--- config.mk ---
export PLATFORM = sky130hd
export DESIGN_NAME = lumi_rx_arbiter
export DESIGN_NICKNAME = d
export VERILOG_FILES = /design/src/lumi_pkg.sv /design/src/lumi_rx_arbiter.sv
export SDC_FILE = /design/constraint.sdc
export NUM_CORES = 1
export LEC_CHECK = 0
export BUFFER_PORTS_ARGS = -buffer_cell sky130_fd_sc_hd__buf_2
export CAP_MARGIN = 20
export CORE_AREA = 3 3 65 67
export CTS_CLUSTER_DIAMETER = 80
export CTS_CLUSTER_SIZE = 40
export DETAILED_ROUTE_END_ITERATION = 10
export DIE_AREA = 0 0 68 70
export PLACE_DENSITY = 0.83
export SKIP_CTS_REPAIR_TIMING = 1
export SLEW_MARGIN = 20
export SYNTH_ARGS = -nofsm -noshare
export SYNTH_HDL_FRONTEND = slang
export SYNTH_SLANG_ARGS = --single-unit
--- constraint.sdc ---
create_clock -name clk -period 3.1 [get_ports clk]
set_clock_uncertainty 0.05 [all_clocks]
set_input_delay 0.62 -clock clk [delete_from_list [all_inputs] [get_ports clk]]
set_output_delay 0.62 -clock clk [all_outputs]
set_load 0.02 [all_outputs]
--- src/lumi_pkg.sv ---
// Shared widths, command enums, packet struct and decode functions for the link receiver
`default_nettype none

package lumi_pkg;

   // ##############################
   // Widths
   // ##############################
   localparam int LUMI_BEAT_W = 32;   // One link word per beat
   localparam int LUMI_CW     = 32;   // Command word
   localparam int LUMI_AW     = 32;   // Address word
   localparam int LUMI_DW     = 64;   // Two words of data
   localparam int LUMI_CRDT_W = 16;   // Credit counters

   // Credit subtypes carried in link command bits 15:8
   localparam logic [7:0] LUMI_SUB_REQ_A  = 8'h01;
   localparam logic [7:0] LUMI_SUB_REQ_B  = 8'h02;
   localparam logic [7:0] LUMI_SUB_RESP_A = 8'h11;
   localparam logic [7:0] LUMI_SUB_RESP_B = 8'h12;

   // Opcode in the low nibble of the command word
   typedef enum logic [3:0] {
      OP_READ_REQ   = 4'd1,
      OP_WRITE_REQ  = 4'd2,
      OP_POSTED_REQ = 4'd3,
      OP_READ_RESP  = 4'd4,
      OP_WRITE_RESP = 4'd5,
      OP_LINK       = 4'd6
   } lumi_opcode_e;

   typedef enum logic [1:0] {CLS_REQ, CLS_RESP, CLS_LINK, CLS_NONE} lumi_class_e;

   typedef enum logic {ARB_IDLE, ARB_BUSY} lumi_arb_state_e;

   // Word slot i of the packet sits at bits [32*i +: 32]
   typedef struct packed {
      logic [LUMI_DW-1:0] data;      // Slots 3 and 4
      logic [LUMI_AW-1:0] srcaddr;   // Slot 2
      logic [LUMI_AW-1:0] dstaddr;   // Slot 1
      logic [LUMI_CW-1:0] cmd;       // Slot 0, first beat
   } lumi_pkt_t;

   // Beats on the link for a given command word
   function automatic logic [2:0] lumi_pkt_beats(input logic [LUMI_CW-1:0] cmd);
      case (lumi_opcode_e'(cmd[3:0]))
         OP_READ_REQ, OP_WRITE_RESP:                return 3'd3;   // Header only
         OP_WRITE_REQ, OP_POSTED_REQ, OP_READ_RESP: return 3'd5;   // Header plus data
         default:                                   return 3'd1;   // Link or invalid
      endcase
   endfunction

   // Queue class for a given command word
   function automatic lumi_class_e lumi_pkt_class(input logic [LUMI_CW-1:0] cmd);
      case (lumi_opcode_e'(cmd[3:0]))
         OP_READ_REQ, OP_WRITE_REQ, OP_POSTED_REQ: return CLS_REQ;
         OP_READ_RESP, OP_WRITE_RESP:              return CLS_RESP;
         OP_LINK:                                  return CLS_LINK;
         default:                                  return CLS_NONE;   // Dropped at input
      endcase
   endfunction

endpackage

`default_nettype wire

--- src/lumi_rx_arbiter.sv ---
// Priority arbiter that lets the three queues share the reassembly path a packet at a time
`timescale 1ns/10ps
`default_nettype none

module lumi_rx_arbiter
   import lumi_pkg::*;
   (
      input  wire                    clk,
      input  wire                    nreset,
      input  wire                    req_empty,
      input  wire                    resp_empty,
      input  wire                    lnk_empty,
      input  wire [LUMI_BEAT_W-1:0]  req_dout,
      input  wire [LUMI_BEAT_W-1:0]  resp_dout,
      input  wire [LUMI_BEAT_W-1:0]  lnk_dout,
      input  wire                    hold,        // Assembler output stalled
      output logic                   req_rd,
      output logic                   resp_rd,
      output logic                   lnk_rd,
      output logic                   beat_rd,
      output logic [LUMI_BEAT_W-1:0] beat_data,
      output logic [2:0]             beat_idx,    // Word slot in packet
      output logic                   beat_last,
      output logic                   req_beat_rd,
      output logic                   resp_beat_rd
   );

   lumi_arb_state_e state;
   lumi_class_e     sel_q;     // Queue held for the packet
   lumi_class_e     sel;
   logic [2:0]      beats_q;
   logic [2:0]      idx_q;
   logic            sel_empty;

   // ##############################
   // Queue select
   // ##############################
   always_comb
      if (state == ARB_BUSY)
         sel = sel_q;
      else if (!lnk_empty)
         sel = CLS_LINK;   // Credits first
      else if (!resp_empty)
         sel = CLS_RESP;
      else if (!req_empty)
         sel = CLS_REQ;
      else
         sel = CLS_NONE;

   assign sel_empty = (sel == CLS_LINK) ? lnk_empty  :
                      (sel == CLS_RESP) ? resp_empty :
                      (sel == CLS_REQ)  ? req_empty  : 1'b1;

   assign beat_data = (sel == CLS_LINK) ? lnk_dout  :
                      (sel == CLS_RESP) ? resp_dout :
                      (sel == CLS_REQ)  ? req_dout  : '0;

   // ##############################
   // Beat reads
   // ##############################
   assign beat_rd = ~hold & ~sel_empty;   // One beat per cycle at most
   assign req_rd  = beat_rd & (sel == CLS_REQ);
   assign resp_rd = beat_rd & (sel == CLS_RESP);
   assign lnk_rd  = beat_rd & (sel == CLS_LINK);

   assign beat_idx  = (state == ARB_IDLE) ? 3'd0 : idx_q;
   assign beat_last = (state == ARB_IDLE) ? (lumi_pkt_beats(beat_data) == 3'd1) :
                                            (idx_q == beats_q - 3'd1);

   // Credit strobes for the local counters
   assign req_beat_rd  = req_rd;
   assign resp_beat_rd = resp_rd;

   always_ff @(posedge clk or negedge nreset)
      if (!nreset)
      begin
         state   <= ARB_IDLE;
         sel_q   <= CLS_NONE;
         beats_q <= 3'd0;
         idx_q   <= 3'd0;
      end
      else if (beat_rd)
      begin
         if (beat_last)
            state <= ARB_IDLE;   // Next packet may switch queue
         else
         begin
            state <= ARB_BUSY;
            idx_q <= beat_idx + 3'd1;
            if (state == ARB_IDLE)
            begin
               sel_q   <= sel;   // Lock queue for packet
               beats_q <= lumi_pkt_beats(beat_data);
            end
         end
      end

   // Queue heads start packets of their own class
   a_head_class: assert property (@(posedge clk) disable iff (!nreset)
      beat_rd && (state == ARB_IDLE) |-> (lumi_pkt_class(beat_data) == sel));

endmodule

`default_nettype wire

Yosys cells after proc, flatten, opt, wreduce, memory -nomap -nowiden
Index checks and enable logic that the tools add are counted.

word-level totals
  latch bits = 0
  register bits after elaboration = 9
  output and inout bits = 42
  memories = 0
  bits in read-only memories = 0
  memory bits (writable) = 0
  logic and storage cells = 42
  input bits = 102

cells by class
  add/sub/neg operators = 2
  magnitude comparators = 0
  shift-type cells = 0
  multipliers = 0
  bitwise logic cells = 8
  reductions and logical operators = 5
  div/mod/pow operators = 0
  mux-type cells = 14
  eq/ne operators = 9

operators by type and width
  kind                 count
  $mux 32              3
  $eq 4x2->1 const B   2
  $eq 4x3->1 const B   2
  $mux 2               4
  $pmux 3 s2           1
  $mux 1               5
  $and 1x1->1          4
  $eq 4x1->1 const B   1
  $not 1->1            4
  $add 3x1->3 const B  1
  $eq 3x1->1 const B   1
  $eq 3x3->1           1
  $mux 3               1
  $reduce_and 3->1     1
  $reduce_or 3->1      1
  $sub 3x1->3 const B  1
  $eq 2x1->1 const B   1
  $eq 2x2->1 const B   1
  $logic_not 2->1      1
  $reduce_and 2->1     1
  $reduce_or 2->1      1

Logic depth before layout (Yosys ltp)
Gate-level depths: netlist of the first run.

  word-level depth = 15
  mapped depth = 9
  depth with buffers taken out = 9

Worst setup path before layout of the first run
Ideal clock, no wire load.

  kind = input to output
  start = in lnk_empty
  end = out req_rd
  arrival time = 2.249 ns
  required time = 2.430 ns
  stages = 6
  buffers on the path = 2
  path slack = 0.181 ns
  cells stage by stage = nor2b_2 > o21ai_1 > nand2_2 > clkbuf_1 > nor4_1 > buf_4

on the way
  cells in the longest elaborated chain, start to end = 9
  elaborated cells between the ends (all ways) = 11
  those cells by class = eq/ne: 2; mux: 5; bitwise: 3; reduce/logical: 1

RTL lines
  item                RTL line                                      source
  start: declaration  lumi_rx_arbiter.sv:12                         input wire lnk_empty,
  $mux 2              lumi_rx_arbiter.sv:41                         else if (!lnk_empty)
  $mux 2              lumi_rx_arbiter.sv:39                         if (state == ARB_BUSY)
  $logic_not 2->1     lumi_rx_arbiter.sv:52, lumi_rx_arbiter.sv:62
  $mux 1              lumi_rx_arbiter.sv:52                         (sel == CLS_REQ) ? req_empty : 1'b1;
  $mux 1              lumi_rx_arbiter.sv:51                         (sel == CLS_RESP) ? resp_empty :
  $mux 1              lumi_rx_arbiter.sv:50                         assign sel_empty = (sel == CLS_LINK) ? lnk_empty :
  $not 1->1           lumi_rx_arbiter.sv:61                         assign beat_rd = ~hold & ~sel_empty;
  $and 1x1->1         lumi_rx_arbiter.sv:61
  $and 1x1->1 *       lumi_rx_arbiter.sv:62                         assign req_rd = beat_rd & (sel == CLS_REQ);
  end: declaration    lumi_rx_arbiter.sv:17                         output logic req_rd,

Mark *: on every way between the ends. The rest lies on a longest branch, timed or not.

Worst setup path in the final report of the first run
  start = in lnk_empty
  end = out beat_last

on the way
  cells in the longest elaborated chain, start to end = 11
  elaborated cells between the ends (all ways) = 18
  those cells by class = eq/ne: 8; mux: 7; reduce/logical: 3

RTL lines
  item                                                       RTL line               source
  $mux 2 *                                                   lumi_rx_arbiter.sv:41
  $mux 2 *                                                   lumi_rx_arbiter.sv:39
  $logic_not 2->1                                            lumi_rx_arbiter.sv:56  (sel == CLS_REQ) ? req_dout : '0;
  $mux 32                                                    lumi_rx_arbiter.sv:56
  $mux 32                                                    lumi_rx_arbiter.sv:55  (sel == CLS_RESP) ? resp_dout :
  $mux 32 *                                                  lumi_rx_arbiter.sv:54  assign beat_data = (sel == CLS_LINK) ? lnk_dout :
  $eq 4x2->1 (tied with other cells)                         lumi_pkg.sv:45         case (lumi_opcode_e'(cmd[3:0]))
  $reduce_or 3->1 / $reduce_or 2->1 (equally long branches)  lumi_pkg.sv:45
  $pmux 3 s2 *                                               lumi_pkg.sv:45
  $eq 3x1->1 *                                               lumi_rx_arbiter.sv:67  assign beat_last = (state == ARB_IDLE) ? (lumi_pkt_beats(beat_data) == 3'd1) :
  $mux 1 *                                                   lumi_rx_arbiter.sv:67
  end: declaration                                           lumi_rx_arbiter.sv:23  output logic beat_last,

Marks and branches as above.

==> impl_metrics.py, run 1 <==
metrics = {
    "route": {
        "route.layer.met1.wl_microns": 1910,
        "firstDrtPassIters": 6,
        "antenna_violating_nets_post_route": 0,
        "vias_per_cell": 4.87,
        "routed-wl-met2_microns": 2610,
        "route.detailed.drc": 0,
        "maxUsedRoutingLayer": "met4",
        "vias": 1801,
        "drt-initial-drc-count": 65,
        "dr_wl_met3_microns": 381,
        "final_wirelength_microns": 4970,
        "wl_per_cell_microns": 13.4,
    },
    "synth": {
        "async_reset_ff_share_pct": 100,
        "synth_flop_cell": "sky130_fd_sc_hd__dfrtp_1",
        "register_area_share_after_synthesis_pct": 17.5,
        "synth.area.top_cells": "sky130_fd_sc_hd__mux2i_1 27%, sky130_fd_sc_hd__dfrtp_1 13%, sky130_fd_sc_hd__o21ai_0 13%",
        "netlist_area_sq_mm": 0.00130,
        "syn-num-nets": 282,
        "synthesis.instances": 178,
        "synth_seq_cells": 9,
        "yosys_warnings": 0,
        "synth_area_leader_cell": "sky130_fd_sc_hd__mux2i_1",
        "number_of_synthesized_flops_with_an_enable_pin": 0,
        "post-synth-top-area-fraction_pct": 26.9,
        "mapped_avg_cell_area_sq_um": 7.31,
        "synthDistinctLibCells": 38,
    },
    "finish": {
        "number_of_antenna_repair_diodes": 0,
        "multi_input_comb_area_sq_mm": 0.00101,
        "mostFrequentLayoutCells": "143 x sky130_fd_sc_hd__buf_2, 40 x sky130_fd_sc_hd__nand2_1, 35 x sky130_fd_sc_hd__mux2i_1",
        "finish.net_count": 427,
        "fin_util_pct": 58.0,
        "final.fill_count": 351,
        "mostFrequentLayoutCell": "sky130_fd_sc_hd__buf_2",
        "area.growth.synth_to_final_pct": 64.5,
        "layout-drive-gt1-share_pct": 51.6,
        "area.sequential_sq_um": 228,
        "stdcell_area_sq_mm": 0.00214,
    },
    "timing": {
        "period_minus_slack_ps": 2830,
        "timing.final.crit_share_pct": 91.2,
        "setup_viol": 0,
        "timing.setup.tns_ps": 0,
        "slew-limit-headroom_pct": 71.5,
        "timing_worst_slew_pin_value_ps": 422,
        "fmax_ghz": 0.354,
        "finalMaxSlewViolations": 0,
        "rsz0062_at_grt": "no",
        "hold_viol_final": 0,
    },
    "pwr": {
        "p_leak_nw": 1.20,
        "power.density_mw_per_mm2": 1070,
        "ir_drop_mv": 0.625,
    },
    "floorplan": {
        "die-area_sq_mm": 0.00476,
        "chip_width_microns": 68,
        "num_rows": 22,
        "floorplan.io_pins": 144,
        "coreArea_sq_mm": 0.00369,
        "floorplan.die.height_microns": 70,
        "floorplan.initialDensity_pct": 35.3,
    },
    "global_routing": {
        "number_of_antenna_violations_at_the_first_check_in_global_routing": 0,
        "grt_start_max_net_pins": 17,
        "grt_pass1_vias": 1790,
        "global_route.overflow_total": 0,
        "grt_first_pass_wirelength_microns": 7770,
        "global_route.usage.total_pct": 20.5,
    },
    "placement": {
        "detailedPlacementHpwl_microns": 4270,
        "placed_area_sq_mm": 0.00210,
        "gp_routability_congestion": 0.842,
        "io_buffers": 143,
    },
    "worst_setup_path": {
        "arrival_ps": 2160,
        "path_class": "input pin to output pin",
        "cp_num_buf_inv": 2,
        "critical-path-top-delay-family": "compound AO/OA/AOI/OAI gates",
        "worstSetupStartpointType": "input pin",
        "worstSetupEndpointType": "output pin",
        "source_of_the_worst_register_to_register_timing_path": "sel_q[1]",
        "crit_path_max_incr_delay_ps": 260,
        "rrSetupSlack_ps": 730,
        "crit_slowest_cell": "sky130_fd_sc_hd__mux2i_1",
        "worst_r2r_endpoint": "idx_q[1]",
        "crit_path_cell_trace": "buf_2 > nor2b_2 > a21oi_4 > mux2i_1 > o21ai_2 > nor3_2 > a211oi_1 > mux2i_1 > buf_2",
        "critical_path_cell_count": 9,
        "rr_worst_depth": 8,
        "timing.critical_path.fanout_max": 6,
        "timing.critical_path.required_ps": 2430,
    },
    "clock_tree": {
        "cts_tree": "built",
        "clkLatencyLatePin_ps": 230,
        "clockBufferDepth": 2,
        "post_cts_clock_slew_at_the_launch_and_capture_registers_of_the_worst_setup_and_hold_paths_ps": 40,
        "h-tree-depth": 1,
        "root_driver": "sky130_fd_sc_hd__clkbuf_8",
        "clkSinkCount": 9,
        "cts-buffers-inserted": 3,
    },
    "flow_run": {
        "timing.max_cap.violations": 0,
    },
    "run_status": {
        "status": "finished clean",
    },
    "worst_hold_path": {
        "min-delay-path-class": "input pin to async pin",
    },
}
==> Yosys cell counts, types with 3 or more instances <==
| cell type | instances |
|---|---|
| sky130_fd_sc_hd__o21ai_0 | 33 |
| sky130_fd_sc_hd__mux2i_1 | 35 |
| sky130_fd_sc_hd__xor2_1 | 3 |
| sky130_fd_sc_hd__nor2_1 | 3 |
| sky130_fd_sc_hd__clkbuf_1 | 7 |
| sky130_fd_sc_hd__a31oi_1 | 4 |
| sky130_fd_sc_hd__nand2_1 | 40 |
| sky130_fd_sc_hd__dfrtp_1 | 7 |
| sky130_fd_sc_hd__o21ai_1 | 3 |
| sky130_fd_sc_hd__and2_1 | 4 |
| sky130_fd_sc_hd__inv_1 | 5 |
==> layout make-up <==
cell class,count,share of cell area (%)
clock buffer,4,2.10
timing repair buffer,152,36.6
multi-input combinational,152,47.0
sequential,9,10.6
tap,48,2.81
inverter,5,0.877
==> routing by layer <==
metal,up-vias,global-route usage [%]
met5,-,0
met4,0,4.42
met3,8,3.70
met2,88,38.0
met1,791,23.4
li1,914,-
==> cells by family after synthesis <==
kind of cell / after synthesis / share of synthesized area [%]
and+or+nand+nor: 60 / 22.0
DFF: 9 / 17.5
muxes: 36 / 27.8
xor gates and xnor gates: 4 / 2.69
buffers and inverters: 17 / 5.67
adders and majority gates: 2 / 1.92
AOI/OAI and AO/OA: 50 / 22.4
==> metrics by stage <==
stage	hold slack [ps]	total power, mW	worst slack, ps	std cells
finish	182	2.30	272	370
global route	188	2.49	75.8	370
CTS	181	2.31	247	370
detailed placement	419	2.17	251	366
global placement	410	2.14	322	366
floorplan	274	1.56	181	178
==> sequential cells by signal (all words and copies together) (netlist names) <==
register / flops
beats_q: 3
idx_q: 3
sel_q: 2
state: 1
==> worst max path at each step <==
| stage | startpoint | to | slack, ps |
|---|---|---|---|
| after floorplan | lnk_empty | req_rd | 180 |
| after global placement | lnk_empty | beat_last | 320 |
| after detailed placement | lnk_empty | beat_last | 250 |
| after CTS | lnk_empty | beat_last | 250 |
| after global routing | lnk_empty | beat_last | 80 |
| final | lnk_empty | beat_last | 270 |
==> power by group <==
part / leakage [nW] / switching (mW) / internal (mW) / total [mW]
clock network: 0.0228 / 0.0431 / 0.0893 / 0.132
logic: 1.08 / 1.20 / 0.737 / 1.94
registers: 0.0960 / 0.0513 / 0.176 / 0.227
total: 1.20 / 1.30 / 1.00 / 2.30
Note: power is estimated with default switching activity, not from simulation.
==> inputs of run 2 (changes only) <==
- CORE_AREA: 3 3 65 67 -> 3 3 70 72
- DIE_AREA: 0 0 68 70 -> 0 0 73 75
- PLACE_DENSITY: 0.83 -> 0.73
- clock period: 3.1 -> 2.9 ns (I/O delays scaled with it)
==> impl_metrics.py, run 2 (synthesis gave the netlist of run 1 again) <==
metrics = {
    "finish": {
        "finish.net_count": 429,
        "final.fill_count": 411,
        "mostFrequentLayoutCells": "143 x sky130_fd_sc_hd__buf_2, 40 x sky130_fd_sc_hd__nand2_1, 35 x sky130_fd_sc_hd__mux2i_1",
        "multi_input_comb_area_sq_mm": 0.00101,
        "area.growth.synth_to_final_pct": 66.4,
        "mostFrequentLayoutCell": "sky130_fd_sc_hd__buf_2",
        "reg.largest.list": "beats_q (3), idx_q (3), sel_q (2)",
        "number_of_antenna_repair_diodes": 0,
        "layout-drive-gt1-share_pct": 52.2,
        "area.sequential_sq_um": 228,
    },
    "pwr": {
        "ir_drop_mv": 0.521,
        "p_leak_nw": 1.21,
        "totalPowerFinal_mw": 2.50,
        "power.density_mw_per_mm2": 1150,
    },
    "global_routing": {
        "global_route.overflow_total": 0,
        "grt_start_max_net_pins": 24,
        "number_of_antenna_violations_at_the_first_check_in_global_routing": 0,
        "global_route.usage.total_pct": 16.0,
        "grt_pass1_vias": 1575,
        "grt_first_pass_wirelength_microns": 7010,
    },
    "floorplan": {
        "chip_width_microns": 73,
        "num_rows": 24,
        "floorplan.io_pins": 144,
        "die-area_sq_mm": 0.00548,
        "floorplan.initialDensity_pct": 29.9,
        "coreArea_sq_mm": 0.00435,
        "floorplan.die.height_microns": 75,
    },
    "worst_setup_path": {
        "critical_path.most_common_cell": "sky130_fd_sc_hd__mux2i_1",
        "worstSetupStartpoint": "sel_q[1]",
        "setup.worst_path.end": "beat_last",
        "source_of_the_worst_register_to_register_timing_path": "sel_q[1]",
        "timing.critical_path.required_ps": 2270,
        "arrival_ps": 2190,
        "cp_num_buf_inv": 1,
        "worstSetupEndpointType": "output pin",
        "critical-path-top-delay-family": "flip-flops",
        "worst_r2r_endpoint": "idx_q[1]",
        "path_class": "flop to output pin",
        "rrSetupSlack_ps": 390,
        "crit_path_cell_trace": "nor2b_2 > a21oi_4 > mux2i_1 > o21ai_2 > nor3_2 > a211oi_2 > mux2i_1 > buf_2",
        "timing.critical_path.fanout_max": 6,
        "critical_path_cell_count": 8,
        "crit_slowest_cell": "sky130_fd_sc_hd__dfstp_2",
        "crit_path_max_incr_delay_ps": 600,
        "rr_worst_depth": 9,
        "worstSetupStartpointType": "flop",
    },
    "timing": {
        "timing.final.crit_share_pct": 97.2,
        "period_minus_slack_ps": 2820,
        "setup_viol": 0,
        "fmax_ghz": 0.355,
        "timing_worst_slew_pin_value_ps": 407,
        "finalMaxSlewViolations": 0,
        "post-route-worst-setup-slack_ps": 81.6,
        "hold_viol_final": 0,
        "slew-limit-headroom_pct": 72.5,
    },
    "clock_tree": {
        "cts-buffers-inserted": 3,
        "h-tree-depth": 1,
        "root_driver": "sky130_fd_sc_hd__clkbuf_8",
        "clockBufferDepth": 2,
        "cts_tree": "built",
        "clkLatencyLatePin_ps": 230,
        "post_cts_clock_slew_at_the_launch_and_capture_registers_of_the_worst_setup_and_hold_paths_ps": 40,
        "clkSinkCount": 9,
    },
    "placement": {
        "gp_routability_congestion": 0.916,
        "io_buffers": 143,
        "preCtsSetupSlack_ps": 133,
        "detailedPlacementHpwl_microns": 4030,
    },
    "flow_run": {
        "timing.max_cap.violations": 0,
    },
    "worst_hold_path": {
        "min-delay-path-class": "input pin to async pin",
    },
    "route": {
        "drt-initial-drc-count": 75,
        "vias_per_cell": 4.79,
        "firstDrtPassIters": 4,
        "vias": 1802,
        "final_wirelength_microns": 4790,
        "antenna_violating_nets_post_route": 0,
        "route.detailed.drc": 0,
        "wl_per_cell_microns": 12.7,
    },
    "run_status": {
        "status": "finished clean",
    },
}
==> run 2: worst reg2reg max path: stages (launching register included) <==
cell,delay [ps]
sky130_fd_sc_hd__dfstp_2,600
sky130_fd_sc_hd__nor2b_2,90
sky130_fd_sc_hd__a21oi_4,240
sky130_fd_sc_hd__mux2i_1,260
sky130_fd_sc_hd__o21ai_2,120
sky130_fd_sc_hd__buf_4,160
sky130_fd_sc_hd__a211o_1,300
sky130_fd_sc_hd__nor2_4,180
sky130_fd_sc_hd__a31oi_1,80
sky130_fd_sc_hd__mux2_1,320
==> run 2: report_power, final <==
part | internal (mW) | switching (mW) | leakage [nW]
logic | 0.813 | 1.30 | 1.10
registers | 0.188 | 0.0564 | 0.0960
clock network | 0.0957 | 0.0487 | 0.0228
total | 1.10 | 1.40 | 1.21
==> run 2: metrics by stage <==
stage / cells / setup TNS, ps / area, sq um / hold slack [ps] / utilization (%)
after CTS: 375 / 0 / 2150 / 145 / 49.5
after global routing: 376 / -28.7 / 2170 / 152 / 49.7
after floorplan: 178 / 0 / 1300 / 234 / -
after detailed placement: 371 / 0 / 2110 / 394 / 48.4
final: 376 / 0 / 2170 / 144 / 49.7
after global placement: 371 / 0 / 2110 / 392 / 48.4
==> run 2: per-layer routing <==
| metal | vias up | global-route usage (%) | wire, microns |
|---|---|---|---|
| met4 | 0 | 3.89 | 40 |
| met5 | - | 0 | 0 |
| met1 | 777 | 20.0 | 1920 |
| li1 | 923 | - | - |
| met3 | 4 | 3.60 | 454 |
| met2 | 98 | 27.9 | 2370 |
==> run 2: worst min path at each step <==
stage                start         end  slack (ps)
floorplan           nreset  beats_q[0]         230
global placement    nreset    idx_q[1]         390
detailed placement  nreset    idx_q[1]         390
CTS                 nreset    idx_q[0]         150
global route        nreset    idx_q[1]         150
finish              nreset    idx_q[0]         140
==> run 2: area by class of cell <==
type,count,area share (%)
multi-input combinational,152,46.7
sequential,9,10.5
timing repair buffer,154,36.9
clock buffer,4,2.08
inverter,5,0.867
tap,52,3.00
